## src/design/mac_defs.svh

```systemverilog
`ifndef MAC_DEFS_SVH
`define MAC_DEFS_SVH

// SIMD width of the unit
`define NUM_LANES 4

// Operand and result width
`define DATA_WIDTH 16

// Warp identifier carried through the pipeline
`define TAG_WIDTH 4

// Enabled cycles from lane operand to lane result, at least 2
`define LANE_LATENCY 4

`endif

```

## src/design/lane_pkg.sv

```systemverilog
`include "mac_defs.svh"

package lane_pkg;

    typedef struct packed {
        logic                   valid;  // Lane takes part in this request
        logic [`DATA_WIDTH-1:0] a;
        logic [`DATA_WIDTH-1:0] b;
        logic [`DATA_WIDTH-1:0] c;
    } lane_op_t;

    typedef struct packed {
        logic                   valid;
        logic [`DATA_WIDTH-1:0] value;  // a*b+c mod 2^DATA_WIDTH
    } lane_res_t;

endpackage

```

## src/design/warp_pkg.sv

```systemverilog
`include "mac_defs.svh"

package warp_pkg;

    typedef struct packed {
        logic [`DATA_WIDTH-1:0] a;
        logic [`DATA_WIDTH-1:0] b;
        logic [`DATA_WIDTH-1:0] c;
    } operands_t;

    typedef struct packed {
        logic [`TAG_WIDTH-1:0]      tag;
        logic [`NUM_LANES-1:0]      mask;  // One bit per active lane
        operands_t [`NUM_LANES-1:0] ops;
    } warp_req_t;

    // Travels beside the lanes so the collector knows what it waits for
    typedef struct packed {
        logic                  valid;
        logic [`TAG_WIDTH-1:0] tag;
        logic [`NUM_LANES-1:0] mask;
    } warp_meta_t;

    typedef struct packed {
        logic [`TAG_WIDTH-1:0]                   tag;
        logic [`NUM_LANES-1:0]                   mask;
        logic [`NUM_LANES-1:0][`DATA_WIDTH-1:0]  value;  // Zero for masked lanes
    } warp_rsp_t;

endpackage

```

## src/design/lane_dispatch.sv

```systemverilog
`timescale 1ns/1ps
`include "mac_defs.svh"

module lane_dispatch (
    input  logic                                  clk,
    input  logic                                  reset,
    input  logic                                  enable,
    input  logic                                  in_valid,
    input  warp_pkg::warp_req_t                   in_req,
    output lane_pkg::lane_op_t [`NUM_LANES-1:0]   lane_ops,
    output warp_pkg::warp_meta_t                  meta
);

    logic                  meta_valid_q;
    logic [`NUM_LANES-1:0] lane_valid_q;
    warp_pkg::warp_req_t   req_q;

    always_ff @(posedge clk) begin
        if (reset) begin
            meta_valid_q <= 1'b0;
            lane_valid_q <= '0;
        end else if (enable) begin
            meta_valid_q <= in_valid;  // Empty mask still gets a response
            lane_valid_q <= {`NUM_LANES{in_valid}} & in_req.mask;
        end
    end

    always_ff @(posedge clk) begin
        if (enable && in_valid) begin
            req_q <= in_req;
        end
    end

    // Split the registered request into lane operands
    always_comb begin
        meta.valid = meta_valid_q;
        meta.tag   = req_q.tag;
        meta.mask  = req_q.mask;
        for (int i = 0; i < `NUM_LANES; i++) begin
            lane_ops[i].valid = lane_valid_q[i];
            lane_ops[i].a     = req_q.ops[i].a;
            lane_ops[i].b     = req_q.ops[i].b;
            lane_ops[i].c     = req_q.ops[i].c;
        end
    end

endmodule

```

## src/design/mac_array_top.sv

```systemverilog
`timescale 1ns/1ps
`include "mac_defs.svh"

module mac_array_top (
    input  logic                clk,
    input  logic                reset,
    input  logic                enable,
    input  logic                in_valid,
    input  warp_pkg::warp_req_t in_req,
    output logic                out_valid,
    output warp_pkg::warp_rsp_t out_rsp
);

    lane_pkg::lane_op_t  [`NUM_LANES-1:0] lane_ops;
    lane_pkg::lane_res_t [`NUM_LANES-1:0] lane_res;
    warp_pkg::warp_meta_t                 meta;

    lane_dispatch dispatch (
        .clk      (clk),
        .reset    (reset),
        .enable   (enable),
        .in_valid (in_valid),
        .in_req   (in_req),
        .lane_ops (lane_ops),
        .meta     (meta)
    );

    for (genvar i = 0; i < `NUM_LANES; i++) begin : g_lane
        mac_lane lane (
            .clk    (clk),
            .reset  (reset),
            .enable (enable),
            .op     (lane_ops[i]),
            .res    (lane_res[i])
        );
    end

    result_collect collect (
        .clk       (clk),
        .reset     (reset),
        .enable    (enable),
        .meta      (meta),
        .lane_res  (lane_res),
        .out_valid (out_valid),
        .out_rsp   (out_rsp)
    );

endmodule

```

## src/design/mac_lane.sv

```systemverilog
`timescale 1ns/1ps
`include "mac_defs.svh"

module mac_lane (
    input  logic                clk,
    input  logic                reset,
    input  logic                enable,
    input  lane_pkg::lane_op_t  op,
    output lane_pkg::lane_res_t res
);

    logic [`DATA_WIDTH-1:0] prod_sum;
    logic                   sum_valid_q;
    logic [`DATA_WIDTH-1:0] sum_value_q;
    lane_pkg::lane_res_t    stage_in;

    // Context width is DATA_WIDTH so the carry out is dropped
    assign prod_sum = op.a * op.b + op.c;

    always_ff @(posedge clk) begin
        if (reset) begin
            sum_valid_q <= 1'b0;
        end else if (enable) begin
            sum_valid_q <= op.valid;
        end
    end

    always_ff @(posedge clk) begin
        if (enable) begin
            sum_value_q <= prod_sum;
        end
    end

    assign stage_in = '{valid: sum_valid_q, value: sum_value_q};

    // Remaining LANE_LATENCY-1 cycles of the lane
    stage_shift_reg #(
        .PAYLOAD_T (lane_pkg::lane_res_t),
        .DEPTH     (`LANE_LATENCY - 1),
        .RESET_W   (1)
    ) res_delay (
        .clk      (clk),
        .reset    (reset),
        .enable   (enable),
        .data_in  (stage_in),
        .data_out (res)
    );

endmodule

```

## src/design/result_collect.sv

```systemverilog
`timescale 1ns/1ps
`include "mac_defs.svh"

module result_collect (
    input  logic                                 clk,
    input  logic                                 reset,
    input  logic                                 enable,
    input  warp_pkg::warp_meta_t                 meta,
    input  lane_pkg::lane_res_t [`NUM_LANES-1:0] lane_res,
    output logic                                 out_valid,
    output warp_pkg::warp_rsp_t                  out_rsp
);

    warp_pkg::warp_meta_t meta_tail;
    warp_pkg::warp_rsp_t  rsp_next;

    // Same depth as a lane so metadata meets its results
    stage_shift_reg #(
        .PAYLOAD_T (warp_pkg::warp_meta_t),
        .DEPTH     (`LANE_LATENCY),
        .RESET_W   (1)
    ) meta_delay (
        .clk      (clk),
        .reset    (reset),
        .enable   (enable),
        .data_in  (meta),
        .data_out (meta_tail)
    );

    always_comb begin
        rsp_next.tag  = meta_tail.tag;
        rsp_next.mask = meta_tail.mask;
        for (int i = 0; i < `NUM_LANES; i++) begin
            rsp_next.value[i] = lane_res[i].valid ? lane_res[i].value : '0;
        end
    end

    // Tail only moves on enabled cycles, so gate the strobe with enable
    always_ff @(posedge clk) begin
        if (reset) begin
            out_valid <= 1'b0;
        end else begin
            out_valid <= meta_tail.valid & enable;
        end
    end

    always_ff @(posedge clk) begin
        out_rsp <= rsp_next;
    end

    for (genvar i = 0; i < `NUM_LANES; i++) begin : g_align
        lane_align_a: assert property (@(posedge clk) disable iff (reset)
            lane_res[i].valid == (meta_tail.valid && meta_tail.mask[i]))
            else $error("result_collect: lane %0d out of step with metadata", i);
    end

endmodule

```

## src/design/stage_shift_reg.sv

```systemverilog
`timescale 1ns/1ps

module stage_shift_reg #(
    parameter type PAYLOAD_T = logic,
    parameter int  DEPTH     = 1,
    parameter int  RESET_W   = 1
) (
    input  logic     clk,
    input  logic     reset,
    input  logic     enable,
    input  PAYLOAD_T data_in,
    output PAYLOAD_T data_out
);

    localparam int DATA_W = $bits(PAYLOAD_T);
    localparam int KEEP_W = DATA_W - RESET_W;  // Bits without reset

    logic [DATA_W-1:0] head;
    logic [DATA_W-1:0] tail;

    if (DEPTH < 1 || RESET_W < 0 || RESET_W > DATA_W) begin : g_bad_param
        $error("stage_shift_reg: bad DEPTH %0d or RESET_W %0d", DEPTH, RESET_W);
    end

    assign head = data_in;

    // Valid bits live at the top of every payload struct
    if (RESET_W > 0) begin : g_rst
        logic [RESET_W-1:0] rst_q [DEPTH];

        always_ff @(posedge clk) begin
            if (reset) begin
                for (int i = 0; i < DEPTH; i++) begin
                    rst_q[i] <= '0;
                end
            end else if (enable) begin
                rst_q[0] <= head[DATA_W-1 -: RESET_W];
                for (int i = 1; i < DEPTH; i++) begin
                    rst_q[i] <= rst_q[i-1];
                end
            end
        end

        assign tail[DATA_W-1 -: RESET_W] = rst_q[DEPTH-1];

        valid_known_a: assert property (@(posedge clk) disable iff (reset)
            !$isunknown(tail[DATA_W-1]))
            else $error("stage_shift_reg: output valid bit is unknown");
    end

    // Payload stages, free to map onto plain flops or RAM
    if (KEEP_W > 0) begin : g_keep
        logic [KEEP_W-1:0] keep_q [DEPTH];

        always_ff @(posedge clk) begin
            if (enable) begin
                keep_q[0] <= head[KEEP_W-1:0];
                for (int i = 1; i < DEPTH; i++) begin
                    keep_q[i] <= keep_q[i-1];
                end
            end
        end

        assign tail[KEEP_W-1:0] = keep_q[DEPTH-1];
    end

    assign data_out = tail;

endmodule

```

## config.mk

```make
export PLATFORM = sky130hd
export DESIGN_NAME = mac_array_top
export DESIGN_NICKNAME = d
export VERILOG_FILES = /design/src/design/lane_pkg.sv /design/src/design/warp_pkg.sv /design/src/design/lane_dispatch.sv /design/src/design/mac_array_top.sv /design/src/design/mac_lane.sv /design/src/design/result_collect.sv /design/src/design/stage_shift_reg.sv
export VERILOG_INCLUDE_DIRS = /design/src /design/src/design
export SDC_FILE = /design/constraint.sdc
export NUM_CORES = 2
export LEC_CHECK = 0
export BUFFER_PORTS_ARGS = -buffer_cell sky130_fd_sc_hd__buf_2
export CAP_MARGIN = 15
export CORE_ASPECT_RATIO = 1.75
export CORE_UTILIZATION = 45
export CTS_CLUSTER_SIZE = 16
export DETAILED_ROUTE_END_ITERATION = 7
export PLACE_DENSITY = 0.73
export SYNTH_ARGS = -nofsm -noshare
export SYNTH_HDL_FRONTEND = slang
export SYNTH_SLANG_ARGS = --single-unit
export TNS_END_PERCENT = 1
```

## constraint.sdc

```tcl
create_clock -name clk -period 9.35 [get_ports clk]
set_clock_uncertainty 0.15 [all_clocks]
set_input_delay 0.935 -clock clk [delete_from_list [all_inputs] [get_ports clk]]
set_output_delay 0.935 -clock clk [all_outputs]
set_load 0.02 [all_outputs]
```

Word level (Yosys, flattened, before mapping):

Memories as Yosys holds them, arrays and structs flattened. A register that Yosys moved wholly into a read port is not among the register bits.
Index checks and enable logic that the tools add are counted.
W data, S select, Z words.

* input port bits: 204
* bits in registers: 274
* RAM bits: 240
* memories: 10
* word-level logic and storage cells: 88

* reduce and logical (&&, ||, !) cells: 5
* multiplexer cells: 22
* add/sub/neg operators: 4
* bitwise gates (word level): 18
* $mul: 4

Memories
* g_lane[0].lane.res_delay.g_keep.keep_q: depth 3, width 16, read ports 3, clocked after memory_dff 1, write ports 3, line stage_shift_reg.sv:53 `logic [KEEP_W-1:0] keep_q [DEPTH];`
* g_lane[1].lane.res_delay.g_keep.keep_q: depth 3, width 16, read ports 3, clocked after memory_dff 1, write ports 3, line stage_shift_reg.sv:53
* g_lane[2].lane.res_delay.g_keep.keep_q: depth 3, width 16, read ports 3, clocked after memory_dff 1, write ports 3, line stage_shift_reg.sv:53
* g_lane[3].lane.res_delay.g_keep.keep_q: depth 3, width 16, read ports 3, clocked after memory_dff 1, write ports 3, line stage_shift_reg.sv:53
* collect.meta_delay.g_keep.keep_q: depth 4, width 8, read ports 4, clocked after memory_dff 1, write ports 4, line stage_shift_reg.sv:53
* collect.meta_delay.g_rst.rst_q: depth 4, width 1, read ports 4, clocked after memory_dff 0, write ports 4, line stage_shift_reg.sv:29 `logic [RESET_W-1:0] rst_q [DEPTH];`
* +4 memories

Operators with widths (count)
* $add A16 B16 Y16: 4
* $mul A16 B16 Y16: 4
* $mux W1: 22
* $or A1 B1 Y1: 16
* $and A4 B4 Y4: 1
* $logic_not A1 Y1: 4
* $and A1 B1 Y1: 1
* $logic_and A1 B1 Y1: 1

Logic depth before layout (Yosys ltp):

* depth in word-level cells: 4
* mapped depth: 21
* depth with buffers taken out: 20

Modules after synthesis:

Synthesis repeated with hierarchy kept, for this count alone.

* cells, all modules: 2896
* area total of the unflattened synthesis: 35856.9 sq um

Modules (own cells, without submodules)
* mac_lane (g_lane[1].lane ...): times used 2, sequential area each 500.5 sq um, area an instance 4959.8 sq um, cells an instance 550
* stage_shift_reg (g_lane[0].lane.res_delay ...): times used 4, sequential area each 1531.5 sq um, area an instance 1691.6 sq um, cells an instance 72
* lane_dispatch: times used 1, sequential area each 6105.9 sq um, area an instance 6211.0 sq um, cells an instance 222
* mac_lane (g_lane[0].lane): times used 1, sequential area each 500.5 sq um, area an instance 4932.2 sq um, cells an instance 551
* mac_lane (g_lane[3].lane): times used 1, sequential area each 500.5 sq um, area an instance 4927.2 sq um, cells an instance 551
* result_collect: times used 1, sequential area each 1461.4 sq um, area an instance 1970.6 sq um, cells an instance 142
* stage_shift_reg (collect.meta_delay): times used 1, sequential area each 1081.0 sq um, area an instance 1129.8 sq um, cells an instance 42

Worst setup path before layout:

No wires, ideal clock.

* kind: input-to-reg
* start: input port enable
* end: register dispatch.req_q (netlist bit dispatch.lane_ops[0]) (enable)
* arrival: 6.893 ns
* cell stages on the path: 3
* path slack: 1.667 ns
* required time: 8.560 ns
* path buffers: 2
* setup time: 0.640 ns
* cell sequence: clkbuf_1 -> and2_1 -> clkbuf_1

* cells in the longest elaborated chain, start to end: 1

Ends and longest elaborated chain
* from (decl): line mac_array_top.sv:7 `input logic enable,`
* $logic_and A1 B1 Y1: line lane_dispatch.sv:29 `if (enable && in_valid) begin`
* to (signal assigned): line lane_dispatch.sv:30 `req_q <= in_req;`
* to (decl): line lane_dispatch.sv:16 `warp_pkg::warp_req_t req_q;`

Every way passes these cells.
A chain may end at the register's enable or synchronous reset.

Worst setup path in the final report:

* start: register dispatch.req_q (netlist bit dispatch.lane_ops[164])
* end: register g_lane[3].lane.sum_value_q[15] (data pin)

* cells in the longest elaborated chain, start to end: 2

Ends and longest elaborated chain
* $mul A16 B16 Y16: line mac_lane.sv:18 `assign prod_sum = op.a * op.b + op.c;`
* $add A16 B16 Y16: line mac_lane.sv:18
* net g_lane[3].lane.prod_sum[15]: line mac_lane.sv:12 `` logic [`DATA_WIDTH-1:0] prod_sum; ``
* to (signal assigned): line mac_lane.sv:30 `sum_value_q <= prod_sum;`
* to (decl): line mac_lane.sv:14 `` logic [`DATA_WIDTH-1:0] sum_value_q; ``

The timed path passes the listed nets, and every way through them passes these cells.

==> results.py <==
metrics = {
    "run_status": {
        "status": "finished clean",
    },
    "grt": {
        "gr-usage-met1_pct": 20.0,
        "busiest_layer": "met2",
        "grt_antenna_before_repair": 13,
        "gr-total-overflow": 0,
        "grt_usage_pct": 18.6,
        "use_met2_pct": 34.5,
        "grt_pass1_vias": 21700,
        "grt_use_met3_pct": 3.66,
        "grt_pass1_wl_mm": 112,
        "grt_max_degree": 147,
    },
    "cts": {
        "worstSkewPairLatency_ps": 630,
        "cts_tree": "yes",
        "cts_resized": 0,
        "cts_num_sinks": 586,
        "cts_setup_buffers": 0,
        "ctsHoldBuffers": 0,
        "clk_path_buf_depth": 3,
        "htreeDepth": 2,
        "root_buffer": "clkbuf_16",
        "cts.clk_slew.worst_paths_ps": 70,
        "cts_buffers": 55,
    },
    "synthesis": {
        "synthesis.area_um2": 35100,
        "synth_edf_count": 504,
        "async_flop_share_pct": 0,
        "ys_ff_latch": 586,
        "synthFlopType": "edfxtp_1",
        "synth_seq_area_share_pct": 47.8,
        "avgSynthCellArea_um2": 12.5,
        "synth-warning-count": 0,
        "syn_inst": 2806,
        "syn_nets": 3594,
        "synth_cell_types": 43,
    },
    "critical_path": {
        "timing.rr.end": "g_lane[3].lane.sum_value_q[15]",
        "crit_chain": "and2_1, fa_1, inv_1, fa_1, inv_1, fa_1, inv_1, fa_1, inv_1, fa_1, inv_1, fa_1, inv_1, ha_1, a21oi_1, o22ai_1, nor2_1, o31ai_1, o31ai_1, xnor2_1",
        "crit_required_ps": 9580,
        "cp_slowest_cell": "edfxtp_1",
        "cp-end-kind": "register",
        "path_class": "register to register",
        "ff2ff_path_depth": 20,
        "critPathLaunchType": "register",
        "crit_fanout": 15,
        "r2r_setup_slack_ps": 3540,
        "crit_start": "dispatch.lane_ops[164]",
        "critical_path_arrival_ps": 6030,
        "endpoint": "g_lane[3].lane.sum_value_q[15]",
        "r2r-start": "dispatch.lane_ops[164]",
        "max_stage_delay_ps": 600,
    },
    "floorplan": {
        "rows": 135,
        "die_area_um2": 79100,
        "ios": 277,
        "die_w_um": 213,
        "dieHeight_um": 371,
        "start_util_pct": 45.4,
        "core_um2": 77200,
    },
    "timing": {
        "rsz0062_at_grt": "no",
        "setup_viol": 0,
        "slew_headroom_pct": 35.8,
        "slew_viol_final": 0,
        "fin_crit_sh_pct": 62.1,
        "fin_setup_tns_ps": 0,
        "tightestPinTransition_ps": 963,
        "post-route-min-period_ps": 5810,
        "finalHoldViolCount": 0,
        "maxClockFrequency_ghz": 0.172,
        "fin_ws_ps": 3540,
    },
    "routing": {
        "vias_per_cell": 4.78,
        "drt-total-wl_mm": 70.3,
        "vias": 19800,
        "post_drt_wl_per_cell_um": 16.9,
        "ant_nets": 0,
        "drcViolationCount": 0,
        "drt_iter0_drc": 897,
        "dr.pass1.iters": 5,
    },
    "finish": {
        "drive_gt1_share_pct": 12.6,
        "utilization_pct": 51.2,
        "syn_to_final_growth_pct": 12.7,
        "layout.nets": 3862,
        "nFillCells": 6670,
    },
    "min_path": {
        "min_path_type": "register to register",
    },
    "place": {
        "portBuffers": 276,
        "place_ws_ps": 3520,
        "dpl.hpwl_mm": 53.2,
        "globalplace.congestion": 0.895,
    },
    "power_and_ir_drop": {
        "cellLeakagePower_uw": 0.0176,
        "p_total_uw": 13400,
        "power_density_nw_per_um2": 340,
        "irDropWorstVdd_mv": 0.252,
    },
    "run": {
        "drv_cap": 0,
    },
}
report_power, final:
| group | leakage, uW | total [uW] | internal (uW) | switching [uW] |
|---|---|---|---|---|
| clock network | 0.000974 | 2450 | 1400 | 1050 |
| logic | 0.0110 | 7100 | 3300 | 3810 |
| registers | 0.00555 | 3880 | 3700 | 187 |
| total | 0.0176 | 13400 | 8390 | 5040 |
how the worst min path moves through the flow:
stage	end	start	slack [ps]	cells past startpoint
finish	collect.out_rsp[68]	collect.meta_delay.g_keep.keep_q[3][4]	200	0
global placement	collect.out_rsp[68]	collect.meta_delay.g_keep.keep_q[3][4]	170	0
CTS	collect.out_rsp[68]	collect.meta_delay.g_keep.keep_q[3][4]	200	0
floorplan	collect.out_rsp[64]	collect.meta_delay.g_keep.keep_q[3][0]	170	0
global route	collect.out_rsp[71]	collect.meta_delay.g_keep.keep_q[3][7]	210	0
detailed placement	collect.out_rsp[71]	collect.meta_delay.g_keep.keep_q[3][7]	180	0
final cells by class:
class,instances,area [um2],share of cell area [%]
flip-flops and latches,586,16800,42.5
diodes,2,5.00,0.0127
clock buffers,62,1450,3.68
inverters,621,2330,5.90
well taps,1027,1280,3.25
clock inverters,41,554,1.40
repair buffers,281,1440,3.65
multi-input cells,1529,15700,39.6
sequential cells by signal, indices dropped and copies added (netlist names):
| name | cells |
|---|---|
| dispatch.meta | 8 |
| g_lane.lane.sum_valid_q | 4 |
| g_lane.lane.res_delay.g_rst.rst_q | 12 |
| collect.meta_delay.g_keep.keep_q | 32 |
| dispatch.meta_valid_q | 1 |
| g_lane.lane.sum_value_q | 64 |
| collect.out_valid | 1 |
| dispatch.lane_ops | 192 |
| collect.out_rsp | 72 |
| dispatch.lane_valid_q | 4 |
| g_lane.lane.res_delay.g_keep.keep_q | 192 |
| collect.meta_delay.g_rst.rst_q | 4 |
kinds of logic (layout without fill, tap and decap cells):
| family | Yosys count | count (layout) | synth area share, % |
|---|---|---|---|
| multiplexers | 4 | 4 | 0.114 |
| XOR/XNOR | 160 | 160 | 4.26 |
| adder cells (fa/ha/maj) | 584 | 584 | 28.9 |
| AND/OR/NAND/NOR | 688 | 688 | 9.63 |
| buffers and inverters | 691 | 1005 | 7.52 |
| flip-flops | 586 | 586 | 47.8 |
| AO/OA/AOI/OAI | 93 | 93 | 1.73 |
| other | 0 | 2 | 0 |
routing by layer:
metal	routed length [um]	part of all wire (%)
met1	25500	36
met2	37100	53
met3	4160	5.9
met4	3370	4.8
met5	141	0.20
cells in the final DEF, fill, tap and decap left out, types with 5 or more instances in the layout:
cell type | Yosys | routed
a21o_1 | 10 | 10
a21oi_1 | 24 | 24
and2_1 | 286 | 285
buf_2 | 7 | 275
bufinv_16 | 0 | 9
clkbuf_16 | 0 | 56
clkinv_2 | 0 | 11
clkinvlp_4 | 0 | 5
dfxtp_1 | 82 | 82
edfxtp_1 | 504 | 504
fa_1 | 376 | 376
ha_1 | 208 | 208
inv_1 | 621 | 621
nand2_1 | 341 | 341
nor2_1 | 27 | 27
nor2b_1 | 8 | 8
nor3_1 | 5 | 5
o21a_1 | 16 | 16
o21ai_0 | 14 | 14
xnor2_1 | 120 | 120
xnor2_2 | 5 | 5
xor2_1 | 31 | 31
critical path, delay by kind of cell (launching register included):
kind / cells / cell delay [ps]
DFF: 1 / 600
and+or+nand+nor: 2 / 360
xor gates and xnor gates: 1 / 120
buffers and inverters: 6 / 300
AOI/OAI and AO/OA: 4 / 680
adders and majority gates: 7 / 3340
per-stage QoR:
| stage | cell area [um2] | cells | hold slack (ps) |
|---|---|---|---|
| 2_1_floorplan | 35100 | 2806 | 173 |
| 3_3_place_gp | 37500 | 4044 | 174 |
| 3_5_place_dp | 37500 | 4044 | 180 |
| 4_1_cts | 39500 | 4147 | 199 |
| 5_1_grt | 39500 | 4147 | 207 |
| 6_report | 39500 | 4149 | 198 |
Yosys cell counts, drive strengths merged (5+ instances only):
library cell	n	area (um2)
dfxtp	82	1640
o21ai	16	80.1
o21a	16	120
and2	289	1810
nor2	27	101
xnor2	125	1130
clkbuf	55	208
a21oi	24	120
edfxtp	504	15100
xor2	31	272
nor3	5	25.0
a21o	10	75.1
buf	15	98.8
ha	208	2600
nor2b	8	50.1
inv	621	2330
fa	376	7530
nand2	344	1300
Note: power is estimated with default switching activity, not from simulation.
